[src/rtl/pim_aes_pkg.sv]
// widths, state and bus types, lane address struct, phase enum and group count
package pim_aes_pkg;

    // --------------------
    // sizes
    // --------------------
    localparam int NUM_LANES      = 16;
    localparam int NUM_BEATS      = 8;
    localparam int NUM_GROUPS_DEF = 11;

    // --------------------
    // data types
    // --------------------

    // byte 0 sits in bits 127..120
    typedef logic [127:0] aes_state_t;

    // one array input word
    typedef logic [15:0] beat_t;

    // returned bytes, lane 0 most significant
    typedef logic [0:NUM_LANES-1][7:0] rio_bus_t;

    // per-lane array address
    typedef struct packed {
        logic [2:0] demux;
        logic [5:0] row;
    } lane_addr_t;

    typedef lane_addr_t [0:NUM_LANES-1] array_addr_t;

    // --------------------
    // control types
    // --------------------
    typedef enum logic [2:0] {
        PH_IDLE,
        PH_COMPUTE,
        PH_LOOKUP,
        PH_MIX,
        PH_OUT
    } phase_e;

    typedef logic [3:0] grp_idx_t;
    typedef logic [2:0] beat_idx_t;

endpackage

[src/rtl/array_addr_gen.sv]
// per-lane array addresses from the group key table or the key-added bytes
module array_addr_gen
    import pim_aes_pkg::*;
#(
    parameter int NUM_GROUPS = NUM_GROUPS_DEF
) (
    input  phase_e      phase,
    input  grp_idx_t    grp,
    input  rio_bus_t    ark,
    output array_addr_t addr
);

    lane_addr_t key_loc;

    // four groups share a row, demux counts down from 7
    always_comb begin
        key_loc = '0;
        if (int'(grp) < NUM_GROUPS) begin
            key_loc.demux = 3'd7 - {1'b0, grp[1:0]};
            key_loc.row   = {4'b0, grp[3:2]};
        end
    end

    always_comb begin
        addr = '0;
        case (phase)
            PH_COMPUTE: begin
                for (int j = 0; j < NUM_LANES; j++) begin
                    addr[j] = key_loc;
                end
            end
            PH_LOOKUP: begin
                // top two bits pick the demux, the rest the row
                for (int j = 0; j < NUM_LANES; j++) begin
                    addr[j].demux = {1'b0, ark[j][7:6]};
                    addr[j].row   = ark[j][5:0];
                end
            end
            default: ;
        endcase
    end

endmodule

[src/rtl/pim_aes_top.sv]
// top level of the round sequencer with control, feeder, collector and address blocks
module pim_aes_top
    import pim_aes_pkg::*;
#(
    parameter int NUM_GROUPS = NUM_GROUPS_DEF
) (
    input  logic        CLK,
    input  logic        rst,
    input  logic        start,
    input  aes_state_t  din,
    input  rio_bus_t    rio,
    input  logic        rd_done,
    output logic        io_en,
    output logic        sel_ad0,
    output logic        dvld,
    output logic        busy,
    output beat_t       wl_data,
    output array_addr_t addr,
    output aes_state_t  dout
);

    phase_e    phase;
    grp_idx_t  grp;
    beat_idx_t beat;
    logic      capture;
    logic      lookup_done;
    rio_bus_t  ark;

    // --------------------
    // control
    // --------------------
    round_ctrl #(
        .NUM_GROUPS (NUM_GROUPS)
    ) u_ctrl (
        .CLK         (CLK),
        .rst         (rst),
        .start       (start),
        .rd_done     (rd_done),
        .phase       (phase),
        .grp         (grp),
        .beat        (beat),
        .capture     (capture),
        .lookup_done (lookup_done),
        .io_en       (io_en),
        .sel_ad0     (sel_ad0),
        .busy        (busy),
        .dvld        (dvld)
    );

    // --------------------
    // datapath
    // --------------------
    state_feeder u_feeder (
        .CLK         (CLK),
        .rst         (rst),
        .start       (start),
        .lookup_done (lookup_done),
        .phase       (phase),
        .beat        (beat),
        .din         (din),
        .rio         (rio),
        .wl_data     (wl_data)
    );

    plane_collector u_collector (
        .CLK     (CLK),
        .rst     (rst),
        .capture (capture),
        .phase   (phase),
        .beat    (beat),
        .rio     (rio),
        .ark     (ark),
        .dout    (dout)
    );

    array_addr_gen #(
        .NUM_GROUPS (NUM_GROUPS)
    ) u_addr (
        .phase (phase),
        .grp   (grp),
        .ark   (ark),
        .addr  (addr)
    );

endmodule

[src/rtl/plane_collector.sv]
// bit-plane transpose into key-added bytes and the result register
module plane_collector
    import pim_aes_pkg::*;
(
    input  logic       CLK,
    input  logic       rst,
    input  logic       capture,
    input  phase_e     phase,
    input  beat_idx_t  beat,
    input  rio_bus_t   rio,
    output rio_bus_t   ark,
    output aes_state_t dout
);

    localparam int        HALF      = NUM_LANES / 2;
    localparam beat_idx_t LAST_BEAT = beat_idx_t'(NUM_BEATS - 1);

    rio_bus_t ark_next;

    // --------------------
    // transpose
    // --------------------

    // beat k reads bit 7-k of every lane
    // lanes 0..7 build byte 2k, lanes 8..15 build byte 2k+1
    always_comb begin
        ark_next = ark;
        if (phase == PH_IDLE) begin
            ark_next = '0;
        end else if (capture) begin
            for (int i = 0; i < HALF; i++) begin
                ark_next[{beat, 1'b0}][i] = rio[i][~beat];
                ark_next[{beat, 1'b1}][i] = rio[HALF + i][~beat];
            end
        end
    end

    always_ff @(posedge CLK) begin
        ark <= ark_next;
    end

    // --------------------
    // result
    // --------------------

    // the final plane completes the bytes on the same edge that enters PH_OUT
    // earlier groups pass through here too, dout is valid at dvld
    always_ff @(posedge CLK or posedge rst) begin
        if (rst) begin
            dout <= '0;
        end else if (capture && beat == LAST_BEAT) begin
            dout <= ark_next;
        end
    end

endmodule

[src/rtl/round_ctrl.sv]
// phase FSM, group and beat counters, io_en pulse rule, busy and dvld
module round_ctrl
    import pim_aes_pkg::*;
#(
    parameter int NUM_GROUPS = NUM_GROUPS_DEF
) (
    input  logic      CLK,
    input  logic      rst,
    input  logic      start,
    input  logic      rd_done,
    output phase_e    phase,
    output grp_idx_t  grp,
    output beat_idx_t beat,
    output logic      capture,
    output logic      lookup_done,
    output logic      io_en,
    output logic      sel_ad0,
    output logic      busy,
    output logic      dvld
);

    localparam grp_idx_t  LAST_GRP  = grp_idx_t'(NUM_GROUPS - 1);
    localparam beat_idx_t LAST_BEAT = beat_idx_t'(NUM_BEATS - 1);

    phase_e phase_nxt;
    logic   io_req;

    // rd_done qualified by phase
    assign capture     = rd_done && (phase == PH_COMPUTE);
    assign lookup_done = rd_done && (phase == PH_LOOKUP);
    assign sel_ad0     = (phase == PH_COMPUTE);

    // --------------------
    // next phase
    // --------------------
    always_comb begin
        phase_nxt = phase;
        case (phase)
            PH_IDLE: begin
                if (start) begin
                    phase_nxt = PH_COMPUTE;
                end
            end
            PH_COMPUTE: begin
                // last plane of the group decides lookup or output
                if (capture && beat == LAST_BEAT) begin
                    phase_nxt = (grp == LAST_GRP) ? PH_OUT : PH_LOOKUP;
                end
            end
            PH_LOOKUP: begin
                if (lookup_done) begin
                    phase_nxt = PH_MIX;
                end
            end
            PH_MIX:  phase_nxt = PH_COMPUTE;
            PH_OUT:  phase_nxt = PH_IDLE;
            default: phase_nxt = PH_IDLE;
        endcase
    end

    // one request on entry to compute or lookup, one after each non-final plane
    assign io_req = ((phase_nxt != phase) &&
                     (phase_nxt == PH_COMPUTE || phase_nxt == PH_LOOKUP)) ||
                    (capture && beat != LAST_BEAT);

    // --------------------
    // registers
    // --------------------
    always_ff @(posedge CLK or posedge rst) begin
        if (rst) begin
            phase <= PH_IDLE;
            grp   <= '0;
            beat  <= '0;
            io_en <= 1'b0;
            busy  <= 1'b0;
            dvld  <= 1'b0;
        end else begin
            phase <= phase_nxt;
            io_en <= io_req;
            dvld  <= (phase_nxt == PH_OUT);
            if (phase == PH_IDLE && start) begin
                busy <= 1'b1;
            end else if (phase_nxt == PH_OUT) begin
                busy <= 1'b0;
            end
            case (phase)
                PH_IDLE: begin
                    grp  <= '0;
                    beat <= '0;
                end
                PH_COMPUTE: begin
                    // wraps to 0 after the eighth plane
                    if (capture) begin
                        beat <= beat + 1'b1;
                    end
                end
                PH_MIX: begin
                    grp  <= grp + 1'b1;
                    beat <= '0;
                end
                default: ;
            endcase
        end
    end

endmodule

[src/rtl/state_feeder.sv]
// round state register and MSB-first beat selection for the array input
module state_feeder
    import pim_aes_pkg::*;
(
    input  logic       CLK,
    input  logic       rst,
    input  logic       start,
    input  logic       lookup_done,
    input  phase_e     phase,
    input  beat_idx_t  beat,
    input  aes_state_t din,
    input  rio_bus_t   rio,
    output beat_t      wl_data
);

    aes_state_t state;

    // --------------------
    // round state
    // --------------------
    always_ff @(posedge CLK or posedge rst) begin
        if (rst) begin
            state <= '0;
        end else if (phase == PH_IDLE && start) begin
            state <= din;
        end else if (lookup_done) begin
            // looked-up bytes become the next round input
            state <= rio;
        end
    end

    // --------------------
    // beat slice
    // --------------------

    // beat 0 carries bits 127..112
    assign wl_data = (phase == PH_COMPUTE) ? state[127 - 16 * int'(beat) -: 16] : '0;

endmodule

[config.mk]
export PLATFORM = sky130hd
export DESIGN_NAME = pim_aes_top
export DESIGN_NICKNAME = d
export VERILOG_FILES = /design/src/rtl/pim_aes_pkg.sv /design/src/rtl/array_addr_gen.sv /design/src/rtl/pim_aes_top.sv /design/src/rtl/plane_collector.sv /design/src/rtl/round_ctrl.sv /design/src/rtl/state_feeder.sv
export SDC_FILE = /design/constraint.sdc
export NUM_CORES = 1
export LEC_CHECK = 0
export ABC_AREA = 1
export BUFFER_PORTS_ARGS = -buffer_cell sky130_fd_sc_hd__buf_2
export CORE_AREA = 2 2 216 218
export CTS_BUF_LIST = sky130_fd_sc_hd__clkbuf_8 sky130_fd_sc_hd__clkbuf_16
export DETAILED_ROUTE_END_ITERATION = 10
export DIE_AREA = 0 0 218 220
export GPL_ROUTABILITY_DRIVEN = 0
export PLACE_DENSITY = 0.71
export SYNTH_ARGS = -nofsm -noshare
export SYNTH_HDL_FRONTEND = slang
export SYNTH_SLANG_ARGS = --single-unit
export TNS_END_PERCENT = 10
[constraint.sdc]
create_clock -name CLK -period 8.7 [get_ports CLK]
set_input_delay 0.87 -clock CLK [delete_from_list [all_inputs] [get_ports CLK]]
set_output_delay 0.87 -clock CLK [all_outputs]
set_load 0.02 [all_outputs]
==> reports/results.ini, run 1 <==
[critical_path]
cp_cell_sequence = nor2_4 > nand2_2 > nor2_1 > nand2_1 > o21ai_0 > buf_2
cp-start-kind = flip-flop
worst_ep_required_time_ps = 7830
cp.buffers_inverters = 1
critical-path-top-delay-family = simple AND/OR/NAND/NOR gates
worstSetupEndpointType = output port
slowest_delay_ps = 940
cp_slowest_cell = nand2_1
regToRegSetupSlack_ps = 4930
crit_fanout = 19
crit_arrival_ps = 4160
crit_type = reg -> out

[synthesis]
ys_ff_latch = 397
async_reset_ff_frac = 0.678
avgSynthCellArea_sq_um = 7.19
yosys.area.top_type_share = 0.349
ys.flop_type = dfrtp_1
synth.distinct_cells = 35
yosysMostFrequentCell = nand2_1
synth-edff-count = 0
yosys_warnings = 0
synthTopCellsByCount = nand2_1, o21ai_0, dfrtp_1
syn_area_sq_um = 19300
synth_area_leaders = dfrtp_1, nand2_1, dfxtp_1
seq_area_frac_synth = 0.482
netlist_instances = 2681
synth_area_leader_cell = dfrtp_1
syn-num-nets = 2945

[finish]
area_growth_pct = 22.3
drive_gt1_frac = 0.220
final_nets = 3363
regArea_sq_um = 9300
stdcell_area_sq_um = 23600
multiInputGateArea_sq_um = 8230
fillers = 4618

[drt]
wl_per_cell_um = 21.7
first_iter_violations = 2281
routed_wl_um = 81700
ant_nets = 0
via_count = 20100
dr.pass1.iters = 8
viasPerCell = 5.34
drc = 0

[clock_network]
holdBufCountCts = 0
cts_buffers = 45
cts_root_buffer = clkbuf_16
cts_setup_buffers = 0
clkTransAtPathRegs_ps = 60
cts_tree = yes
clkLatencyLatePin_ps = 590
cts_sinks = 397
cts-resized-gates = 0
clk_path_buf_depth = 3
h-tree-depth = 2

[timing]
period_share = 0.578
final_max_slew_viol_count = 0
final.setup.tns_ps = 0
clock_skew_ps = 16.0
tightest_slew_ps = 1100
setup_viol = 0
rsz0062_at_grt = no
worst_slack_ps = 3670
fmax_mhz = 199
hold_viol = 0
min_period_ps = 5030
max-slew-margin-rel = 0.264

[floorplanning]
dieArea_sq_um = 48000
fp.coreArea_sq_um = 45900
ios = 552
die_w_um = 218
initial_core_util = 0.420
rows = 79
fp.dieH_um = 220

[placement]
hpwlAfterDp_um = 57000
port_buffers = 551
placed_area_sq_um = 22100
place_ws_ps = 4380

[flow_run]
maxCapViolations = 0

[grt]
antenna_found_initial = 27
grt_max_degree = 131
grt_remaining_overflow = 0
grtUsageTotal = 0.330
grt_first_pass_wirelength_um = 118000
grt_pass1_vias = 18400

[power]
vdd_drop_max_mv = 0.151
p_leak_nw = 11.7
finalPower_mw = 7.88
power.density_nw_per_um2 = 334

[min_path]
hold_class = in -> async

[run_status]
outcome = finished clean

## power by group
group,leakage [nW],switching (mW),total (mW),internal (mW)
sequential,4.56,0.364,2.86,2.49
clock,0.764,0.812,1.91,1.10
combinational,6.40,2.19,3.11,0.925
## worst register-to-register path: cells and delay by family, from the launching register on
kind                       cells  cell delay (ps)
and+or+nand+nor                3              530
adders and majority gates      2              580
DFF                            1              890
buffers and inverters          3             1700
## registers in the layout, summed over array words and instances (netlist names)
register / flops
u_feeder.state: 128
u_collector.dout: 128
u_ctrl.grp: 4
u_ctrl.phase: 3
u_collector.ark: 128
u_ctrl.io_en: 1
u_ctrl.beat: 3
u_ctrl.dvld: 1
u_ctrl.busy: 1
## cells in the final DEF, fill, tap and decap left out, types with 3 or more instances in the layout
master,n
nand2_1,941
clkbuf_8,8
a21oi_1,121
a22oi_1,4
clkinvlp_4,4
nand3_1,29
nand4_1,4
clkbuf_16,45
inv_4,4
o22ai_1,92
o21a_1,4
nor3_4,3
o21ai_1,37
dfrtp_1,268
a31oi_1,3
bufinv_16,3
buf_2,551
nor2_1,213
diode_2,24
nand2_2,3
inv_1,228
clkinv_2,5
a21oi_2,20
inv_2,8
dfxtp_1,128
o21ai_0,362
buf_4,19
ha_1,4
## per-layer routing
metal	vias to the layer above	routed length [um]	GRT usage
met5	-	77	0
met4	12	3610	0.150
met3	208	7800	0.0801
met2	1050	35300	0.476
met1	9454	34900	0.466
li1	9380	-	-
## final timing paths
kind,from,endpoint,cells after the start
min in group CLK,u_collector.dout[48],u_collector.dout[48],2
hold reg to reg,u_collector.dout[48],u_collector.dout[48],2
hold / removal,rst,u_collector.dout[10],2
setup / recovery,u_ctrl.phase[1],addr[64],6
max in group asynchronous,rst,u_collector.dout[31],3
setup reg to reg,u_ctrl.beat[1],u_collector.dout[17],8
## layout make-up
cell class                      count  share of cell area
Multi-Input combinational cell   1857               0.349
Inverter                          227              0.0369
Antenna cell                       24             0.00255
Tap cell                          607              0.0322
Clock inverter                     29             0.00928
Timing Repair Buffer              571               0.124
Clock buffer                       53              0.0524
Sequential cell                   397               0.394
## cell families after synthesis
group                      share of synthesized area
DFF                                            0.482
adders and majority gates                    0.00260
and+or+nand+nor                                0.242
AOI/OAI and AO/OA                              0.180
buffers and inverters                         0.0936
## through the flow
stage               hold slack [ps]   util  instances
floorplan                       449      -       2681
global placement                458  0.481       3659
detailed placement              460  0.481       3659
CTS                             431  0.513       3741
global route                    453  0.514       3758
finish                          354  0.514       3765
No activity file was read; power rests on OpenSTA's default activity.
==> run 2, diff against run 1 <==
- clock period: 8.7 -> 4.5 ns (I/O delays scaled with it)
==> run 2 against run 1 <==
Die area stayed put. Total power grew 94%. First-iteration DRC count fell by 3.3%. Via count grew 0.46%. Combinational power grew 95%. Register-to-register slack got worse by 3700 ps. Non-clock buffer count increased by 8. Largest power group unchanged. Highest routed layer unchanged. Design area is 0.45% higher. Global-route usage hardly changed. Wire length increased by 0.58%. Critical endpoint unchanged.
==> reports/results.ini, run 2 (synthesis gave the netlist of run 1 again) <==
[timing]
final.setup.tns_ps = 0
period_share = 0.872
fmax_mhz = 255
setup_viol = 0
worst_slack_ps = 574
clock_skew_ps = 18.3
rsz0062_at_grt = no
min_period_ps = 3930
max-slew-margin-rel = 0.200
hold_viol = 0
final_max_slew_viol_count = 0
tightest_slew_ps = 1200

[clock_network]
cts_root_buffer = clkbuf_16
h-tree-depth = 2
cts_buffers = 43
clkTransAtPathRegs_ps = 60
clk_path_buf_depth = 3
cts_sinks = 397
clkLatencyLatePin_ps = 580
cts_tree = yes

[grt]
met3_usage = 0.0592
grtUsageTotal = 0.330
grt_first_pass_wirelength_um = 117000
grt_max_degree = 133
grt_pass1_vias = 18100
grt_remaining_overflow = 0
met2_usage = 0.486
grt_busiest_layer = met2
antenna_found_initial = 32
use_met1 = 0.474

[power]
p_switching_mw = 6.51
p_leak_nw = 11.8
power.density_nw_per_um2 = 644
netSwitchingFraction = 0.426
power.share.clock = 0.239
p_comb_frac = 0.396
power_frac_seq = 0.365
vdd_drop_max_mv = 0.278
p_int_mw = 8.75

[placement]
placed_area_sq_um = 22200
place_ws_ps = 1190
hpwlAfterDp_um = 58100
port_buffers = 551

[critical_path]
slowest_delay_ps = 760
cp.buffers_inverters = 2
worst_ep_required_time_ps = 4050
critical-path-top-delay-family = simple AND/OR/NAND/NOR gates
crit_type = reg -> out
worstSetupEndpointType = output port
cp_slowest_cell = nand2_1
cp_cell_sequence = nor2_4 > nand2_2 > nor2_1 > buf_4 > nand2_1 > o21ai_0 > buf_2
crit_fanout = 19
cp-start-kind = flip-flop
crit_arrival_ps = 3480

[finish]
area_growth_pct = 22.9
drive_gt1_frac = 0.222
stdcell_area_sq_um = 23700
final_nets = 3369
reg_top3 = u_collector.ark (128), u_collector.dout (128), u_feeder.state (128)
mostFrequentLayoutCells = nand2_1, buf_2, o21ai_0, dfrtp_1, inv_1
layout_commonest_cell = nand2_1

[flow_run]
maxCapViolations = 0

[floorplanning]
fp.dieH_um = 220
dieArea_sq_um = 48000
initial_core_util = 0.420
rows = 79
ios = 552
fp.coreArea_sq_um = 45900
die_w_um = 218

[drt]
drc = 0
first_iter_violations = 2205
routed_wl_um = 82200
ant_nets = 0
dr.pass1.iters = 6
via_count = 20200
wl_per_cell_um = 21.8
viasPerCell = 5.36

[run_status]
outcome = finished clean

[min_path]
hold_class = in -> reg

-- run 2: cell count changes in the layout (fill, tap and decap cells not counted), sizes merged --
cell and change:
buf +7, bufinv -1, clkbuf +4, clkinv +3, clkinvlp -2, dlygate4sd3 +1, inv -7
-- run 2: final timing paths --
path | slack, ps | cells after the start | from | to
min in group asynchronous | 510 | 3 | rst | u_collector.dout[11]
worst min-delay path | 150 | 3 | din[0] | u_feeder.state[0]
worst max-delay path | 570 | 7 | u_ctrl.phase[1] | addr[64]
max in group asynchronous | 2820 | 4 | rst | u_collector.dout[52]
worst min register to register | 470 | 2 | u_collector.dout[120] | u_collector.dout[120]
worst max register to register | 1220 | 7 | u_ctrl.beat[0] | u_collector.dout[82]
-- run 2: layout make-up --
| type | instances | area [sq um] |
|---|---|---|
| Antenna cell | 24 | 60.1 |
| Clock buffer | 57 | 1290 |
| Clock inverter | 22 | 149 |
| Fill cell | 4572 | 22200 |
| Inverter | 227 | 866 |
| Multi-Input combinational cell | 1857 | 8230 |
| Sequential cell | 397 | 9300 |
| Tap cell | 607 | 759 |
| Timing Repair Buffer | 579 | 3050 |
-- run 2: metal layers --
metal / vias up / wire [um]
li1: 9401 / -
met1: 9535 / 35900
met2: 1079 / 36200
met3: 176 / 6860
met4: 6 / 3170
met5: - / 32
-- run 2: worst reg2reg max path, stage by stage, from the launching register on --
cell and delay [ps]:
dfrtp_2 680, ha_1 350, ha_1 230, nand4_1 170, buf_4 740, buf_4 790, nand2_1 160, nand2_1 100
-- run 2: power groups by stage --
stage	sequential, mW	clock (mW)	combinational [mW]
after floorplan	5.69	0	3.75
after global routing	5.69	3.82	6.60
final	5.57	3.65	6.05
after CTS	5.54	3.68	5.97
after global placement	5.57	0	5.87
after detailed placement	5.59	0	5.95
-- run 2: metrics by stage --
step	hold WS [ps]	util	instances	total power [mW]
3_3_place_gp	458	0.484	3666	11.4
2_1_floorplan	449	-	2681	9.44
3_5_place_dp	459	0.484	3666	11.5
6_report	145	0.517	3770	15.3
4_1_cts	112	0.515	3746	15.2
5_1_grt	137	0.517	3770	16.1
-- run 2: what timing repair did --
action,CTS,global route
endpoints found under the hold margin,19,0
setup buffers,0,0
hold buffers,1,0
resized for setup,0,0
